<file path="config.mk">
export PLATFORM = sky130hd
export DESIGN_NAME = spectrum_display_flat
export DESIGN_NICKNAME = d
export VERILOG_FILES = /design/src/source/spectrum_pkg.sv /design/src/source/video_pkg.sv /design/src/source/spectrum_if.sv /design/src/source/video_if.sv /design/src/source/spectrum_display.sv /design/src/flat_wrapper.sv
export SDC_FILE = /design/constraint.sdc
export NUM_CORES = 1
export LEC_CHECK = 0
export BUFFER_PORTS_ARGS = -buffer_cell sky130_fd_sc_hd__buf_2
export CAP_MARGIN = 20
export CORE_ASPECT_RATIO = 1.25
export CORE_MARGIN = 3
export CORE_UTILIZATION = 25
export CTS_BUF_LIST = sky130_fd_sc_hd__clkbuf_2 sky130_fd_sc_hd__clkbuf_4 sky130_fd_sc_hd__clkbuf_8
export CTS_CLUSTER_SIZE = 40
export DETAILED_ROUTE_END_ITERATION = 12
export PLACE_DENSITY = 0.46
export REMOVE_ABC_BUFFERS = 1
export SETUP_SLACK_MARGIN = 0.1
export SLEW_MARGIN = 20
export SYNTH_ARGS = -nofsm -noshare
export SYNTH_HDL_FRONTEND = slang
export SYNTH_SLANG_ARGS = --single-unit
</file>
<file path="constraint.sdc">
create_clock -name pixel_clk -period 1.4 [get_ports pixel_clk]
set_clock_uncertainty 0.05 [all_clocks]
set_input_delay 0.21 -clock pixel_clk [delete_from_list [all_inputs] [get_ports pixel_clk]]
set_output_delay 0.21 -clock pixel_clk [all_outputs]
set_load 0.01 [all_outputs]
</file>
<file path="src/source/spectrum_pkg.sv">
package spectrum_pkg;

    // magnitude counts in display rows
    localparam int MAG_W = 11;
    typedef logic [MAG_W-1:0] mag_t;

    // bins per line, power of two
    // index width is $clog2 of the bin count
    localparam int DEF_N_POINTS = 256;

    //****************************************
    // double buffer bank select
    //****************************************
    // names the bank currently on screen
    typedef enum logic {
        BANK_A = 1'b0,
        BANK_B = 1'b1
    } bank_sel_t;

endpackage

</file>
<file path="src/source/video_pkg.sv">
package video_pkg;

    // raster types
    typedef logic [10:0] coord_t;   // pixel position, up to 2047
    typedef logic [23:0] rgb_t;     // rgb888, red in the top byte

    //****************************************
    // colour constants
    //****************************************
    localparam rgb_t COLOR_WHITE = 24'hFF_FF_FF;   // background of the chart
    localparam rgb_t COLOR_RED   = 24'hFF_00_00;   // bar colour
    localparam rgb_t COLOR_BLACK = 24'h00_00_00;   // blanking

    //****************************************
    // default timing, 1280x720 at 74.25 MHz
    //****************************************
    localparam logic [10:0] DEF_H_DISP  = 11'd1280;
    localparam logic [10:0] DEF_H_FRONT = 11'd110;
    localparam logic [10:0] DEF_H_SYNC  = 11'd40;
    localparam logic [10:0] DEF_H_BACK  = 11'd220;   // line total 1650

    localparam logic [10:0] DEF_V_DISP  = 11'd720;
    localparam logic [10:0] DEF_V_FRONT = 11'd5;
    localparam logic [10:0] DEF_V_SYNC  = 11'd5;
    localparam logic [10:0] DEF_V_BACK  = 11'd20;    // frame total 750

endpackage

</file>
<file path="src/source/spectrum_if.sv">
`timescale 1ns/1ps

interface spectrum_if #(
    parameter int N_POINTS = spectrum_pkg::DEF_N_POINTS
);

    import spectrum_pkg::*;

    logic                        data_req;    // step to next bin
    logic                        line_done;   // rewind to bin 0
    logic [$clog2(N_POINTS)-1:0] point_idx;   // bin being painted
    mag_t                        magnitude;   // display bank at point_idx

    // display side, pulls bins in order
    modport req (output data_req, output line_done,
                 input point_idx, input magnitude);

    // store side
    modport rsp (input data_req, input line_done,
                 output point_idx, output magnitude);

endinterface

</file>
<file path="src/source/video_if.sv">
`timescale 1ns/1ps

interface video_if;

    import video_pkg::*;

    coord_t xpos;          // counts over full line total
    coord_t ypos;          // counts over full frame total
    logic   de;            // active area
    logic   hs;            // active high
    logic   vs;            // active high
    logic   frame_start;   // single pulse at (0,0)

    // timing generator side
    modport src (output xpos, output ypos, output de, output hs, output vs,
                 output frame_start);

    // consumers
    modport snk (input xpos, input ypos, input de, input hs, input vs,
                 input frame_start);

endinterface

</file>
<file path="src/source/spectrum_display.sv">
`timescale 1ns/1ps

module spectrum_display #(
    parameter int H_DISP   = video_pkg::DEF_H_DISP,
    parameter int V_DISP   = video_pkg::DEF_V_DISP,
    parameter int N_POINTS = spectrum_pkg::DEF_N_POINTS
) (
    input  logic            pixel_clk,
    input  logic            sys_rst_n,
    video_if.snk            vid,
    spectrum_if.req         fetch,
    output logic            hs,
    output logic            vs,
    output logic            de,
    output video_pkg::rgb_t rgb
);

    import video_pkg::*;

    localparam int BAR_W = H_DISP / N_POINTS;   // columns per bin

    coord_t bar_last;   // last column of the current bar
    logic   bar_hit;    // pixel is inside the red part of the column

    //****************************************
    // bar window and colour decision
    //****************************************
    assign bar_last = coord_t'((int'(fetch.point_idx) + 1) * BAR_W - 1);

    // ypos + mag >= V_DISP, done wide so tall bins do not wrap
    assign bar_hit = (fetch.magnitude != '0) &&
                     ((int'(vid.ypos) + int'(fetch.magnitude)) >= V_DISP);

    // bin fetch strobes
    always_ff @(posedge pixel_clk or negedge sys_rst_n) begin
        if (!sys_rst_n) begin
            fetch.data_req  <= 1'b0;
            fetch.line_done <= 1'b0;
        end else begin
            fetch.data_req  <= vid.de && (vid.xpos == bar_last);     // end of bar
            fetch.line_done <= (vid.xpos == coord_t'(H_DISP - 1));   // end of line
        end
    end

    // pixel out, syncs delayed with the colour
    always_ff @(posedge pixel_clk or negedge sys_rst_n) begin
        if (!sys_rst_n) begin
            hs  <= 1'b0;
            vs  <= 1'b0;
            de  <= 1'b0;
            rgb <= COLOR_BLACK;
        end else begin
            hs <= vid.hs;
            vs <= vid.vs;
            de <= vid.de;
            if (!vid.de) begin
                rgb <= COLOR_BLACK;   // blanking
            end else if (bar_hit) begin
                rgb <= COLOR_RED;
            end else begin
                rgb <= COLOR_WHITE;   // above the bar or empty bin
            end
        end
    end

endmodule

</file>
<file path="src/flat_wrapper.sv">
// flat-port wrapper written by rule: the top's interface ports become plain ports
module spectrum_display_flat import video_pkg::*;
#(
    parameter int H_DISP   = video_pkg::DEF_H_DISP,
    parameter int V_DISP   = video_pkg::DEF_V_DISP,
    parameter int N_POINTS = spectrum_pkg::DEF_N_POINTS
)
  (pixel_clk, sys_rst_n, hs, vs, de, rgb, vid_xpos, vid_ypos, vid_de, vid_hs, vid_vs, vid_frame_start, fetch_data_req, fetch_line_done, fetch_point_idx, fetch_magnitude);
  video_if vid_i ();
  spectrum_if #(.N_POINTS(N_POINTS)) fetch_i ();
  input  logic pixel_clk;
  input  logic sys_rst_n;
  output logic hs;
  output logic vs;
  output logic de;
  output video_pkg::rgb_t rgb;
  input wire logic [$bits(vid_i.xpos)-1:0] vid_xpos;
  input wire logic [$bits(vid_i.ypos)-1:0] vid_ypos;
  input wire logic [$bits(vid_i.de)-1:0] vid_de;
  input wire logic [$bits(vid_i.hs)-1:0] vid_hs;
  input wire logic [$bits(vid_i.vs)-1:0] vid_vs;
  input wire logic [$bits(vid_i.frame_start)-1:0] vid_frame_start;
  output wire logic [$bits(fetch_i.data_req)-1:0] fetch_data_req;
  output wire logic [$bits(fetch_i.line_done)-1:0] fetch_line_done;
  input wire logic [$bits(fetch_i.point_idx)-1:0] fetch_point_idx;
  input wire logic [$bits(fetch_i.magnitude)-1:0] fetch_magnitude;
  assign vid_i.xpos = vid_xpos;
  assign vid_i.ypos = vid_ypos;
  assign vid_i.de = vid_de;
  assign vid_i.hs = vid_hs;
  assign vid_i.vs = vid_vs;
  assign vid_i.frame_start = vid_frame_start;
  assign fetch_data_req = fetch_i.data_req;
  assign fetch_line_done = fetch_i.line_done;
  assign fetch_i.point_idx = fetch_point_idx;
  assign fetch_i.magnitude = fetch_magnitude;
  spectrum_display #(.H_DISP(H_DISP), .V_DISP(V_DISP), .N_POINTS(N_POINTS)) u_core (.pixel_clk(pixel_clk), .sys_rst_n(sys_rst_n), .vid(vid_i), .fetch(fetch_i), .hs(hs), .vs(vs), .de(de), .rgb(rgb));
endmodule
</file>
==> impl_metrics.csv <==
group,metric,value,unit
worst_setup_path,crit_chain,"buf_8 -> ha_4 -> buf_6 -> nand3_4 -> xnor2_4 -> buf_6 -> fa_1 -> ha_4 -> o21ai_2 -> o21bai_1 -> o31a_1 -> a21o_1 -> buf_6 -> a21oi_4 -> xnor2_2 -> a2111oi_4",
synth,synth-seq-cells,6,
timing,tightest_slew,0.524,ns
timing,setup_viol,2,
floorplan,die_area,0.00782,mm^2
timing,slew_violations,0,
clocking,path_clk_slew,0.03,ns
final_layout,utilization,0.457,
timing,fin_crit,2.88,ns
power_and_ir_drop,powerDensity,768,mW/mm^2
synth,synth_commonest_cells,"26 x ha_1, 23 x buf_4, 21 x xnor2_1, 18 x inv_1, 15 x nand2_1",
timing,finalSetupTns,-2.08,ns
hold_path,hp-class,"input port to flop",
synth,yosys.area_share.simple,0.168,
timing,timing.fmax,348,MHz
global_routing,grt.total_usage,0.126,
worst_setup_path,critPathKind,"input port to flop",
routing,wirelength,5020,um
worst_setup_path,cpPeakStageDelay,0.53,ns
routing,top_layer_used,"met4",
worst_setup_path,crit_family,"compound AO/OA/AOI/OAI gates",
routing,met3_length,224,um
placement,place_hpwl,4080,um
worst_setup_path,cp.required,1.46,ns
placement,io_buffers,74,
outcome,violations,"setup timing",
worst_setup_path,worst-path-max-fanout,4,
synth,synth_top_family_by_area,"adder cells",
synth,synthCells,209,
routing,ant_nets,0,
floorplan,start_util,0.267,
power_and_ir_drop,p_leak,0.00143,uW
placement,dp_cells,406,
power_and_ir_drop,vdd_drop_max,0.000273,V
floorplan,chipWidth,79.7,um
timing,worst_slack,-1.48,ns
clocking,cts_made_buffers,3,
global_routing,grt_overflow,0,
floorplan,coreArea,0.00637,mm^2
synth,synth-xor-area-share,0.165,
synth,netlist_top_cells_area,"ha_1 19%, xnor2_1 11%, buf_4 10%",
final_layout,antenna_cells,0,
routing,via_per_inst,4.38,
synth,yosysWarnings,0,
final_layout,area_growth,71.3,%
flow_run,drv_cap,0,
clocking,clockRootBuffer,"clkbuf_8",
global_routing,grt_max_degree,17,
routing,drt_iter0_drc,39,
routing,vias,1824,
timing,fin_crit_sh,2.05,
synth,muxShareOfSynthArea,0.00590,
floorplan,fp.dieH,98.1,um
floorplan,row_count,32,
worst_setup_path,worst_setup_path_end_kind,"flop",
timing,slew-limit-headroom,0.648,
clocking,clock_path_buffers,2,
synth,post_synth_instance_area,0.00170,mm^2
synth,yosysMostFrequentCell,"ha_1",
synth,yosysSeqAreaShare,0.0884,
clocking,clkSinkCount,6,
placement,gp_congestion,0.774,
final_layout,final_area,0.00291,mm^2
final_layout,drive_above_1_share,0.574,
synth,synth_top_area_share,0.192,
routing,firstDrtPassIters,4,
clocking,htree_levels,1,
synth,synth-adder-area-share,0.262,
routing,wire_per_inst,12.1,um
clocking,tritoncts,"yes",
global_routing,grt_pass1_wl,8100,um
routing,wl_met1,1950,um
final_layout,instances_no_fill,416,
synth,synth_cell_types,40,
synth,synth_edf_count,0,
timing,final-hold-violation-count,0,
worst_setup_path,worst-path-buf-inv,4,
global_routing,antenna_found_initial,0,
placement,place_ws,-1.93,ns
synth,synth-compound-area-share,0.169,
synth,synth_top_cell_by_area,"ha_1",
worst_setup_path,cp.arrival,2.94,ns
worst_setup_path,cp-start-kind,"input port",
worst_setup_path,slowest_stage,"fa_1",
synth,synth_ff_type,"dfrtp_1",
outcome,status,"complete, but fails checks",
placement,dpl_cell_area,0.00246,mm^2
routing,drc,0,
synth,synthArstFlopShare,1.00,
timing,rsz0062_at_grt,"true",
synth,synth.avg_cell_area,8.12,um^2
routing,met2_length,2770,um
floorplan,io_pins,76,
global_routing,first_global_vias,1896,
final_layout,nNetsFinal,412,
worst_setup_path,critPathMostFrequentCell,"buf_6",
-- sequential cells by signal, summed over array words and instances, names as in the netlist --
name and count:
u_core.rgb 2, u_core.vs 1, u_core.fetch.line_done 1, u_core.hs 1, u_core.fetch.data_req 1
-- cell type report --
| cell class | count | area, um^2 |
|---|---|---|
| Fill cell | 623 | 3460 |
| Inverter | 18 | 67.6 |
| Timing Repair Buffer | 142 | 933 |
| Sequential cell | 6 | 151 |
| Tap cell | 85 | 106 |
| Multi-Input combinational cell | 162 | 1610 |
| Clock buffer | 3 | 41.3 |
-- final timing paths --
check                      slack, ns                               to               start  cells after the start
worst max-delay path           -1.48  u_core.fetch.data_req$_DFF_PN0_  fetch_point_idx[0]                     16
worst min-delay path            0.05              u_core.vs$_DFF_PN0_              vid_vs                      1
max in group asynchronous       0.85         u_core.rgb[15]$_DFF_PN0_           sys_rst_n                      2
min in group asynchronous       0.30  u_core.fetch.data_req$_DFF_PN0_           sys_rst_n                      2
-- metrics by stage --
step	power, uW	hold slack [ns]
after floorplan	1010	-0.136
after global placement	1550	-0.0106
after detailed placement	1560	-0.0124
after CTS	1970	0.0437
after global routing	2440	0.0430
final	2230	0.0480
-- cells by family after synthesis --
kind of cell / after synthesis
AOI/OAI and AO/OA: 43
xor gates and xnor gates: 32
DFF: 6
and+or+nand+nor: 54
buffers and inverters: 41
muxes: 1
adders and majority gates: 32
-- metal layers --
layer | track usage | up-vias
met1 | 0.140 | 813
met4 | 0.0304 | 0
li1 | - | 955
met3 | 0.0175 | 10
met5 | 0 | -
met2 | 0.244 | 46
-- timing repair --
action                                  4_1_cts  5_1_grt
setup buffers                                 3        3
pin swaps                                    20       20
hold buffers                                  1        0
resized for setup                            34       33
hold endpoints to repair                      6        0
endpoints found under the setup margin        2       18
-- power breakdown --
group	total [uW]	internal, uW	switching, uW	leakage (uW)
clock network	250	184	66.1	0.0000216
logic	1790	973	818	0.00134
registers	191	182	9.74	0.0000750
-- layout by cell type (no fill, tap or decap), types with 4 or more instances in the layout --
| master | count |
|---|---|
| a21oi_1 | 9 |
| buf_2 | 69 |
| buf_4 | 64 |
| buf_6 | 6 |
| dfrtp_1 | 5 |
| fa_1 | 5 |
| ha_1 | 17 |
| ha_4 | 9 |
| inv_1 | 14 |
| inv_2 | 4 |
| nand2_1 | 13 |
| nand4_1 | 4 |
| nor2_1 | 9 |
| o21ai_0 | 7 |
| o21ai_1 | 4 |
| xnor2_1 | 13 |
| xnor2_2 | 7 |
| xor2_1 | 8 |
(Power assumes the default switching activity.)
