[src/source/video_pkg.sv]
package video_pkg;

    // raster types
    typedef logic [10:0] coord_t;   // pixel position, up to 2047
    typedef logic [23:0] rgb_t;     // rgb888, red in the top byte

    //****************************************
    // colour constants
    //****************************************
    localparam rgb_t COLOR_WHITE = 24'hFF_FF_FF;   // background of the chart
    localparam rgb_t COLOR_RED   = 24'hFF_00_00;   // bar colour
    localparam rgb_t COLOR_BLACK = 24'h00_00_00;   // blanking

    //****************************************
    // default timing, 1280x720 at 74.25 MHz
    //****************************************
    localparam logic [10:0] DEF_H_DISP  = 11'd1280;
    localparam logic [10:0] DEF_H_FRONT = 11'd110;
    localparam logic [10:0] DEF_H_SYNC  = 11'd40;
    localparam logic [10:0] DEF_H_BACK  = 11'd220;   // line total 1650

    localparam logic [10:0] DEF_V_DISP  = 11'd720;
    localparam logic [10:0] DEF_V_FRONT = 11'd5;
    localparam logic [10:0] DEF_V_SYNC  = 11'd5;
    localparam logic [10:0] DEF_V_BACK  = 11'd20;    // frame total 750

endpackage

[src/source/video_if.sv]
`timescale 1ns/1ps

interface video_if;

    import video_pkg::*;

    coord_t xpos;          // counts over full line total
    coord_t ypos;          // counts over full frame total
    logic   de;            // active area
    logic   hs;            // active high
    logic   vs;            // active high
    logic   frame_start;   // single pulse at (0,0)

    // timing generator side
    modport src (output xpos, output ypos, output de, output hs, output vs,
                 output frame_start);

    // consumers
    modport snk (input xpos, input ypos, input de, input hs, input vs,
                 input frame_start);

endinterface

[src/source/video_timing.sv]
`timescale 1ns/1ps

module video_timing #(
    parameter int H_DISP  = video_pkg::DEF_H_DISP,
    parameter int H_FRONT = video_pkg::DEF_H_FRONT,
    parameter int H_SYNC  = video_pkg::DEF_H_SYNC,
    parameter int H_BACK  = video_pkg::DEF_H_BACK,
    parameter int V_DISP  = video_pkg::DEF_V_DISP,
    parameter int V_FRONT = video_pkg::DEF_V_FRONT,
    parameter int V_SYNC  = video_pkg::DEF_V_SYNC,
    parameter int V_BACK  = video_pkg::DEF_V_BACK
) (
    input  logic pixel_clk,
    input  logic sys_rst_n,
    video_if.src vid
);

    import video_pkg::*;

    localparam int H_TOTAL   = H_DISP + H_FRONT + H_SYNC + H_BACK;
    localparam int V_TOTAL   = V_DISP + V_FRONT + V_SYNC + V_BACK;
    localparam int HS_START  = H_DISP + H_FRONT;   // sync follows front porch
    localparam int VS_START  = V_DISP + V_FRONT;

    coord_t h_cnt;
    coord_t v_cnt;
    coord_t h_next;
    coord_t v_next;
    logic   h_wrap;    // last pixel of the line

    //****************************************
    // next position
    //****************************************
    assign h_wrap = (h_cnt == coord_t'(H_TOTAL - 1));
    assign h_next = h_wrap ? '0 : h_cnt + 1'b1;
    assign v_next = !h_wrap                        ? v_cnt :
                    (v_cnt == coord_t'(V_TOTAL - 1)) ? '0    :
                                                       v_cnt + 1'b1;

    // flags are decoded from the next position, so they line up with it
    always_ff @(posedge pixel_clk or negedge sys_rst_n) begin
        if (!sys_rst_n) begin
            // park on the last pixel of the frame, first edge lands on (0,0)
            h_cnt           <= coord_t'(H_TOTAL - 1);
            v_cnt           <= coord_t'(V_TOTAL - 1);
            vid.de          <= 1'b0;
            vid.hs          <= 1'b0;
            vid.vs          <= 1'b0;
            vid.frame_start <= 1'b0;
        end else begin
            h_cnt           <= h_next;
            v_cnt           <= v_next;
            vid.de          <= (h_next < coord_t'(H_DISP)) && (v_next < coord_t'(V_DISP));
            vid.hs          <= (h_next >= coord_t'(HS_START)) &&
                               (h_next <  coord_t'(HS_START + H_SYNC));
            vid.vs          <= (v_next >= coord_t'(VS_START)) &&
                               (v_next <  coord_t'(VS_START + V_SYNC));
            vid.frame_start <= (h_next == '0) && (v_next == '0);   // top left
        end
    end

    assign vid.xpos = h_cnt;
    assign vid.ypos = v_cnt;

endmodule
[src/flat_wrapper.sv]
// flat-port wrapper written by rule: the top's interface ports become plain ports
module video_timing_flat import video_pkg::*;
#(
    parameter int H_DISP  = video_pkg::DEF_H_DISP,
    parameter int H_FRONT = video_pkg::DEF_H_FRONT,
    parameter int H_SYNC  = video_pkg::DEF_H_SYNC,
    parameter int H_BACK  = video_pkg::DEF_H_BACK,
    parameter int V_DISP  = video_pkg::DEF_V_DISP,
    parameter int V_FRONT = video_pkg::DEF_V_FRONT,
    parameter int V_SYNC  = video_pkg::DEF_V_SYNC,
    parameter int V_BACK  = video_pkg::DEF_V_BACK
)
  (pixel_clk, sys_rst_n, vid_xpos, vid_ypos, vid_de, vid_hs, vid_vs, vid_frame_start);
  video_if vid_i ();
  input  logic pixel_clk;
  input  logic sys_rst_n;
  output wire logic [$bits(vid_i.xpos)-1:0] vid_xpos;
  output wire logic [$bits(vid_i.ypos)-1:0] vid_ypos;
  output wire logic [$bits(vid_i.de)-1:0] vid_de;
  output wire logic [$bits(vid_i.hs)-1:0] vid_hs;
  output wire logic [$bits(vid_i.vs)-1:0] vid_vs;
  output wire logic [$bits(vid_i.frame_start)-1:0] vid_frame_start;
  assign vid_xpos = vid_i.xpos;
  assign vid_ypos = vid_i.ypos;
  assign vid_de = vid_i.de;
  assign vid_hs = vid_i.hs;
  assign vid_vs = vid_i.vs;
  assign vid_frame_start = vid_i.frame_start;
  video_timing #(.H_DISP(H_DISP), .H_FRONT(H_FRONT), .H_SYNC(H_SYNC), .H_BACK(H_BACK), .V_DISP(V_DISP), .V_FRONT(V_FRONT), .V_SYNC(V_SYNC), .V_BACK(V_BACK)) u_core (.pixel_clk(pixel_clk), .sys_rst_n(sys_rst_n), .vid(vid_i));
endmodule
[config.mk]
export PLATFORM = sky130hd
export DESIGN_NAME = video_timing_flat
export DESIGN_NICKNAME = d
export VERILOG_FILES = /design/src/source/video_pkg.sv /design/src/source/video_if.sv /design/src/source/video_timing.sv /design/src/flat_wrapper.sv
export SDC_FILE = /design/constraint.sdc
export NUM_CORES = 1
export LEC_CHECK = 0
export BUFFER_PORTS_ARGS = -buffer_cell sky130_fd_sc_hd__buf_2
export CORE_MARGIN = 2
export CORE_UTILIZATION = 40
export CTS_BUF_LIST = sky130_fd_sc_hd__clkbuf_4
export DETAILED_ROUTE_END_ITERATION = 10
export PLACE_DENSITY = 0.58
export SYNTH_ARGS = -nofsm -noshare
export SYNTH_HDL_FRONTEND = slang
export SYNTH_SLANG_ARGS = --single-unit
[constraint.sdc]
create_clock -name pixel_clk -period 3.3 [get_ports pixel_clk]
set_input_delay 0.33 -clock pixel_clk [delete_from_list [all_inputs] [get_ports pixel_clk]]
set_output_delay 0.33 -clock pixel_clk [all_outputs]
set_load 0.05 [all_outputs]
==> impl_metrics.toml, run 1 <==
[drt]
drcViolationCount = 0
drt_iter0_drc = 87
postRouteAntennaNets = 0
dr.pass1.iters = 5
wl_um = 4020
detail_route.wl_per_cell_um = 16.1
vias_per_cell = 5.82
vias = 1448

[clock_network]
htreeDepth = 1
cts_inserted_buffers = 3
cts_tree = "yes"
clk_pin_slew_ns = 0.14
clock-sinks = 26
post_cts_resized = 0
clk_latency_ns = 0.32
hold_buffers = 0
cts-root-buf = "clkbuf_4"
clock_path_buffers = 2
post_cts_buffers = 0

[floorplanning]
core-area_mm2 = 0.00394
die_h_um = 67.6
die_w_um = 67.6
start_util = 0.411
die-area_mm2 = 0.00458
num_rows = 23
io_pins = 28

[worst_setup_path]
endpoint_kind = "register"
critPathLaunchType = "register"
required_ns = 3.54
criticalPathCategory = "reg2reg"
cp.arrival_ns = 2.95
critical_path.max_fanout = 10

[cells_and_area]
drive_gt1_frac = 0.276
multi_input_area_um2 = 867
layout.nets = 206
num_antenna_cells = 0
final_util = 0.461
final_cells = 249
register_area_um2 = 667
area_growth_syn_to_layout_pct = 12.2
n_fill_cell = 385

[sta]
final.setup.worst_slack_ns = 0.582
setup_viol = 0
slew-limit-headroom = 0.548
finalMaxSlewViolations = 0
period_share = 0.824
worstMarginPinSlew_ns = 0.673
hold_slack_ns = -0.0178
finalHoldViolCount = 13
rsz0062_at_grt = "false"
min_period_ns = 2.72
setup_tns_ns = 0
fin_skew_ns = 0.00459
fmax_mhz = 368

[synth]
yosys.area.top_type_share = 0.211
async_reset_ff_frac = 1.00
syn_nets = 179
ys_ff_latch = 26
syn_area_per_cell_um2 = 9.37
synthTopCellsByArea = "dfstp_2 21%, dfrtp_1 20%, xnor2_1 5.4%, nor2_1 3.7%, nand2_1 3.5%"
syn_area_mm2 = 0.00162
synthCells = 173
synth_edf_count = 0
seq_area_frac_synth = 0.412
yosysUniqueCellTypes = 51
ys_warn_count = 0
yosysTopAreaCell = "dfstp_2"
synthFlopType = "dfstp_2"

[global_routing]
antenna_found_initial = 0
grt_pass1_vias = 1453
grt_max_degree = 27
grt_pass1_wl_um = 6820
grt_usage = 0.196
globalRoute.totalOverflow = 0

[placed_design]
io_buffers = 27
pre_cts_slack_ns = 0.605
dp_cells = 245
gp_congestion = 0.889
hpwlAfterDp_um = 3050

[status]
violations = "hold timing"
status = "finished with violations"

[flow_run]
cap_violations = 0

[power_and_ir_drop]
p_leak_nw = 0.800
pwr_density_cell_mw_per_mm2 = 256
peakVddDrop_v = 0.000168

[worst_hold_path]
hold_class = "in2async"
-- path summary, 6_finish.rpt --
| check | from | end | slack, ns | cells after the start |
|---|---|---|---|---|
| worst max-delay path | u_core.vid.xpos[0] | u_core.vid.frame_start | 0.58 | 7 |
| worst min-delay path | sys_rst_n | u_core.vid.ypos[1] | -0.02 | 1 |
| min in group pixel_clk | u_core.vid.ypos[0] | u_core.vid.ypos[0] | 0.56 | 2 |
| max in group asynchronous | sys_rst_n | u_core.vid.xpos[0] | 2.94 | 1 |
| worst max register to register | u_core.vid.xpos[0] | u_core.vid.frame_start | 0.58 | 7 |
| worst min register to register | u_core.vid.ypos[0] | u_core.vid.ypos[0] | 0.56 | 2 |
-- cell families (layout without fill, tap and decap cells) --
family,Yosys count,count (layout),share of synthesized area
and+or+nand+nor,76,76,0.262
AOI/OAI and AO/OA,36,36,0.171
DFF,26,26,0.412
buffers and inverters,18,44,0.0533
xor gates and xnor gates,12,12,0.0649
adders and majority gates,4,4,0.0309
muxes,1,1,0.00618
-- worst max-delay path: stages, from the launching register on --
cell	delay (ns)
dfstp_2	0.61
ha_1	0.16
nand4b_1	0.17
or3_1	0.59
a2bb2oi_4	0.21
o31ai_2	0.11
or4_4	0.53
nor4_2	0.26
-- per-layer routing --
metal,part of all wire,GRT usage,wire (um)
met5,0,0,0
met1,0.43,0.251,1730
met2,0.50,0.330,2010
met4,0.027,0.0842,110
met3,0.041,0.0250,163
-- cells in the final DEF, fill, tap and decap left out, types with 3 or more instances in the layout --
cell	instances
o21ai_0	9
or3_1	5
ha_1	4
a311oi_1	3
buf_4	3
dfstp_2	13
dfrtp_1	13
nor3_1	7
nand2_1	15
buf_2	27
o211ai_1	3
clkbuf_4	3
nand4_1	5
nand3_1	10
a21oi_1	4
nor2_1	16
xnor2_1	10
inv_1	10
-- synth_stat cells, types with 2 or more instances --
master	number
nor3_1	7
clkbuf_1	3
nand2_1	15
buf_6	2
o211ai_1	3
nor4_2	2
nor3_2	2
nor2_1	16
dfrtp_1	13
a21oi_1	4
nand4_1	5
ha_1	4
o21ai_0	9
xnor2_1	10
a31oi_1	2
a311oi_1	3
inv_1	10
dfstp_2	13
and3_1	2
or3_1	5
nand3_1	10
buf_2	3
xor2_1	2
-- through the flow --
step / power (mW) / cell area, um2 / hold slack, ns
floorplan: 0.325 / 1620 / 0.0344
global placement: 0.331 / 1790 / 0.352
detailed placement: 0.332 / 1790 / 0.370
CTS: 0.471 / 1820 / 0.00273
global route: 0.484 / 1820 / 0.00934
finish: 0.465 / 1820 / -0.0178
-- state kept, by name, summed over array words and instances (netlist names) --
signal and flops:
u_core.vid.hs 1, u_core.vid.xpos 11, u_core.vid.vs 1, u_core.vid.frame_start 1, u_core.vid.de 1, u_core.vid.ypos 11
-- final cells by class --
| class | count | area share |
|---|---|---|
| clock buffers | 3 | 0.0124 |
| clock inverters | 1 | 0.00206 |
| inverters | 10 | 0.0206 |
| multi-input cells | 129 | 0.477 |
| flip-flops and latches | 26 | 0.367 |
| well taps | 50 | 0.0344 |
| repair buffers | 30 | 0.0867 |
-- report_power, final --
group	total [mW]	switching, mW	internal, mW	leakage, nW
clock network	0.139	0.0943	0.0444	0.0154
logic	0.00634	0.00592	0.000423	0.473
registers	0.320	0	0.320	0.311
No activity file was read; power rests on OpenSTA's default activity.
==> run 2, diff against run 1 <==
--- a/config.mk
+++ b/config.mk
@@ -5,12 +5,13 @@
 export SDC_FILE = /design/constraint.sdc
 export NUM_CORES = 1
 export LEC_CHECK = 0
+export ABC_AREA = 1
 export BUFFER_PORTS_ARGS = -buffer_cell sky130_fd_sc_hd__buf_2
 export CORE_MARGIN = 2
 export CORE_UTILIZATION = 40
 export CTS_BUF_LIST = sky130_fd_sc_hd__clkbuf_4
 export DETAILED_ROUTE_END_ITERATION = 10
-export PLACE_DENSITY = 0.58
+export PLACE_DENSITY = 0.6
 export SYNTH_ARGS = -nofsm -noshare
 export SYNTH_HDL_FRONTEND = slang
 export SYNTH_SLANG_ARGS = --single-unit
==> constraint.sdc (replaced) <==
create_clock -name pixel_clk -period 2.3 [get_ports pixel_clk]
set_input_delay 0.23 -clock pixel_clk [delete_from_list [all_inputs] [get_ports pixel_clk]]
set_output_delay 0.23 -clock pixel_clk [all_outputs]
set_load 0.05 [all_outputs]
==> run 2 against run 1 <==
Effect of this change: the run now ends clean; critical path depth is the same; setup slack worse by 0.22 ns; area after synthesis grew 13%; critical endpoint is now u_core.vid.hs.
==> impl_metrics.toml, run 2 <==
[drt]
wl_um = 4520
drcViolationCount = 0
vias = 1707
detail_route.wl_per_cell_um = 13.1
dr.pass1.iters = 4
drt_iter0_drc = 114
vias_per_cell = 4.93
postRouteAntennaNets = 0

[global_routing]
busiest_layer = "met1"
grt_use_met1 = 0.291
grt_max_degree = 27
grt.met3_usage = 0.0183
grt_pass1_wl_um = 7670
globalRoute.totalOverflow = 0
grt_pass1_vias = 1589
grt_util_met2 = 0.285
grt_usage = 0.189
antenna_found_initial = 0

[floorplanning]
start_util = 0.416
core-area_mm2 = 0.00438
die-area_mm2 = 0.00512
die_h_um = 71.5
num_rows = 24
die_w_um = 71.5
io_pins = 28

[clock_network]
clk_pin_slew_ns = 0.16
clock-sinks = 26
cts-root-buf = "clkbuf_4"
cts_tree = "yes"
cts_inserted_buffers = 3
htreeDepth = 1
clk_latency_ns = 0.33
post_cts_buffers = 0
post_cts_resized = 0
clock_path_buffers = 2

[flow_run]
cap_violations = 0

[sta]
min_period_ns = 1.94
rsz0062_at_grt = "false"
worstMarginPinSlew_ns = 0.594
fin_skew_ns = 0.00634
setup_tns_ns = 0
finalMaxSlewViolations = 0
period_share = 0.844
finalHoldViolCount = 0
slew-limit-headroom = 0.604
setup_viol = 0
hold_slack_ns = 0.417
fmax_mhz = 515

[synth]
ys_warn_count = 0
yosys.area_share.simple = 0.433
synth.most_common_cell = "nand2_1"
synth_top_family_by_area = "simple AND/OR/NAND/NOR gates"
seq_area_frac_synth = 0.366
ys_ff_latch = 26
synth_edf_count = 0
synth_xor_area_frac = 0.0281
yosys.area.top_type_share = 0.187
syn_area_mm2 = 0.00182
async_reset_ff_frac = 1.00
synth_top_cells_by_count = "74 x nand2_1, 40 x inv_1, 31 x nand3_1"
yosysTopAreaCell = "dfstp_2"
synthFlopType = "dfstp_2"
synthTopCellsByArea = "dfstp_2 19%, dfrtp_1 18%, nand2_1 15%, nand3_1 8.5%, inv_1 8.2%"
synth_compound_area_frac = 0.0432
yosysUniqueCellTypes = 27
synthAdderAreaFrac = 0.0274
muxShareOfSynthArea = 0
syn_nets = 269
synthCells = 263
syn_area_per_cell_um2 = 6.94

[worst_setup_path]
critical_path.max_fanout = 8
r2r_slack_ns = 0.36
cp.arrival_ns = 2.21
endpoint_kind = "register"
criticalPathCategory = "reg2reg"
r2r-end = "u_core.vid.hs"
critPathLaunchType = "register"
reg2reg_depth = 7
required_ns = 2.56
reg2reg_from = "u_core.vid.xpos[0]"

[cells_and_area]
mostFrequentLayoutCells = "74 x nand2_1, 40 x inv_1, 31 x nand3_1, 29 x nor2_1, 27 x buf_2"
layout_commonest_cell = "nand2_1"
num_antenna_cells = 0
area_growth_syn_to_layout_pct = 12.6
layout.nets = 301
n_fill_cell = 491
final_util = 0.468
drive_gt1_frac = 0.252

[power_and_ir_drop]
p_leak_nw = 1.07
peakVddDrop_v = 0.000188
pwr_density_cell_mw_per_mm2 = 332

[worst_hold_path]
hold_class = "in2async"

[placed_design]
io_buffers = 27
gp_congestion = 0.880
hpwlAfterDp_um = 3580

[status]
status = "completed"
run 2: per-stage QoR:
step                std cells  instance area [um2]  total power, mW  setup WS [ns]
floorplan                 263                 1820            0.466          0.355
global placement          341                 2020            0.476          0.382
detailed placement        341                 2020            0.477          0.373
CTS                       346                 2050            0.695          0.353
global route              346                 2050            0.717          0.180
finish                    346                 2050            0.681          0.359
run 2: layout make-up:
| class | count | area (um2) | area share |
|---|---|---|---|
| Tap cell | 52 | 65.1 | 0.0317 |
| Inverter | 48 | 180 | 0.0878 |
| Multi-Input combinational cell | 188 | 970 | 0.472 |
| Timing Repair Buffer | 28 | 145 | 0.0707 |
| Clock inverter | 1 | 3.75 | 0.00183 |
| Sequential cell | 26 | 667 | 0.325 |
| Clock buffer | 3 | 22.5 | 0.0110 |
run 2: worst max path at each step:
stage	slack [ns]	to	startpoint	cells after the start
after floorplan	0.35	u_core.vid.de	u_core.vid.xpos[0]	10
after global placement	0.38	u_core.vid.de	u_core.vid.ypos[0]	10
after detailed placement	0.37	u_core.vid.frame_start	u_core.vid.xpos[0]	11
after CTS	0.35	u_core.vid.hs	u_core.vid.xpos[0]	7
after global routing	0.18	u_core.vid.frame_start	u_core.vid.xpos[0]	11
final	0.36	u_core.vid.hs	u_core.vid.xpos[0]	7
run 2: critical path: stages (launching register included):
cell and delay (ns):
dfstp_2 0.60, ha_1 0.20, nand4_1 0.19, nor2_4 0.25, nor3_1 0.09, o21ai_0 0.25
nand3_1 0.14, a21oi_2 0.16
run 2: cell families after synthesis:
| family | Yosys count |
|---|---|
| and+or+nand+nor | 165 |
| buffers and inverters | 49 |
| DFF | 26 |
| AOI/OAI and AO/OA | 14 |
| xor gates and xnor gates | 5 |
| adders and majority gates | 4 |
run 2: repair_timing:
action                     CTS  global route
hold buffers                 1             0
setup endpoints to repair    0             0
hold endpoints to repair    13             0
run 2: where the power goes:
group | leakage (nW) | switching (mW) | internal [mW]
sequential | 0.311 | 0 | 0.459
combinational | 0.745 | 0.00891 | 0.00170
clock | 0.0154 | 0.148 | 0.0636
run 2: routing by layer:
layer | part of all wire | vias to the layer above
met3 | 0.062 | 2
met5 | 0 | -
met2 | 0.43 | 56
met1 | 0.50 | 771
met4 | 0.0064 | 0
li1 | - | 878
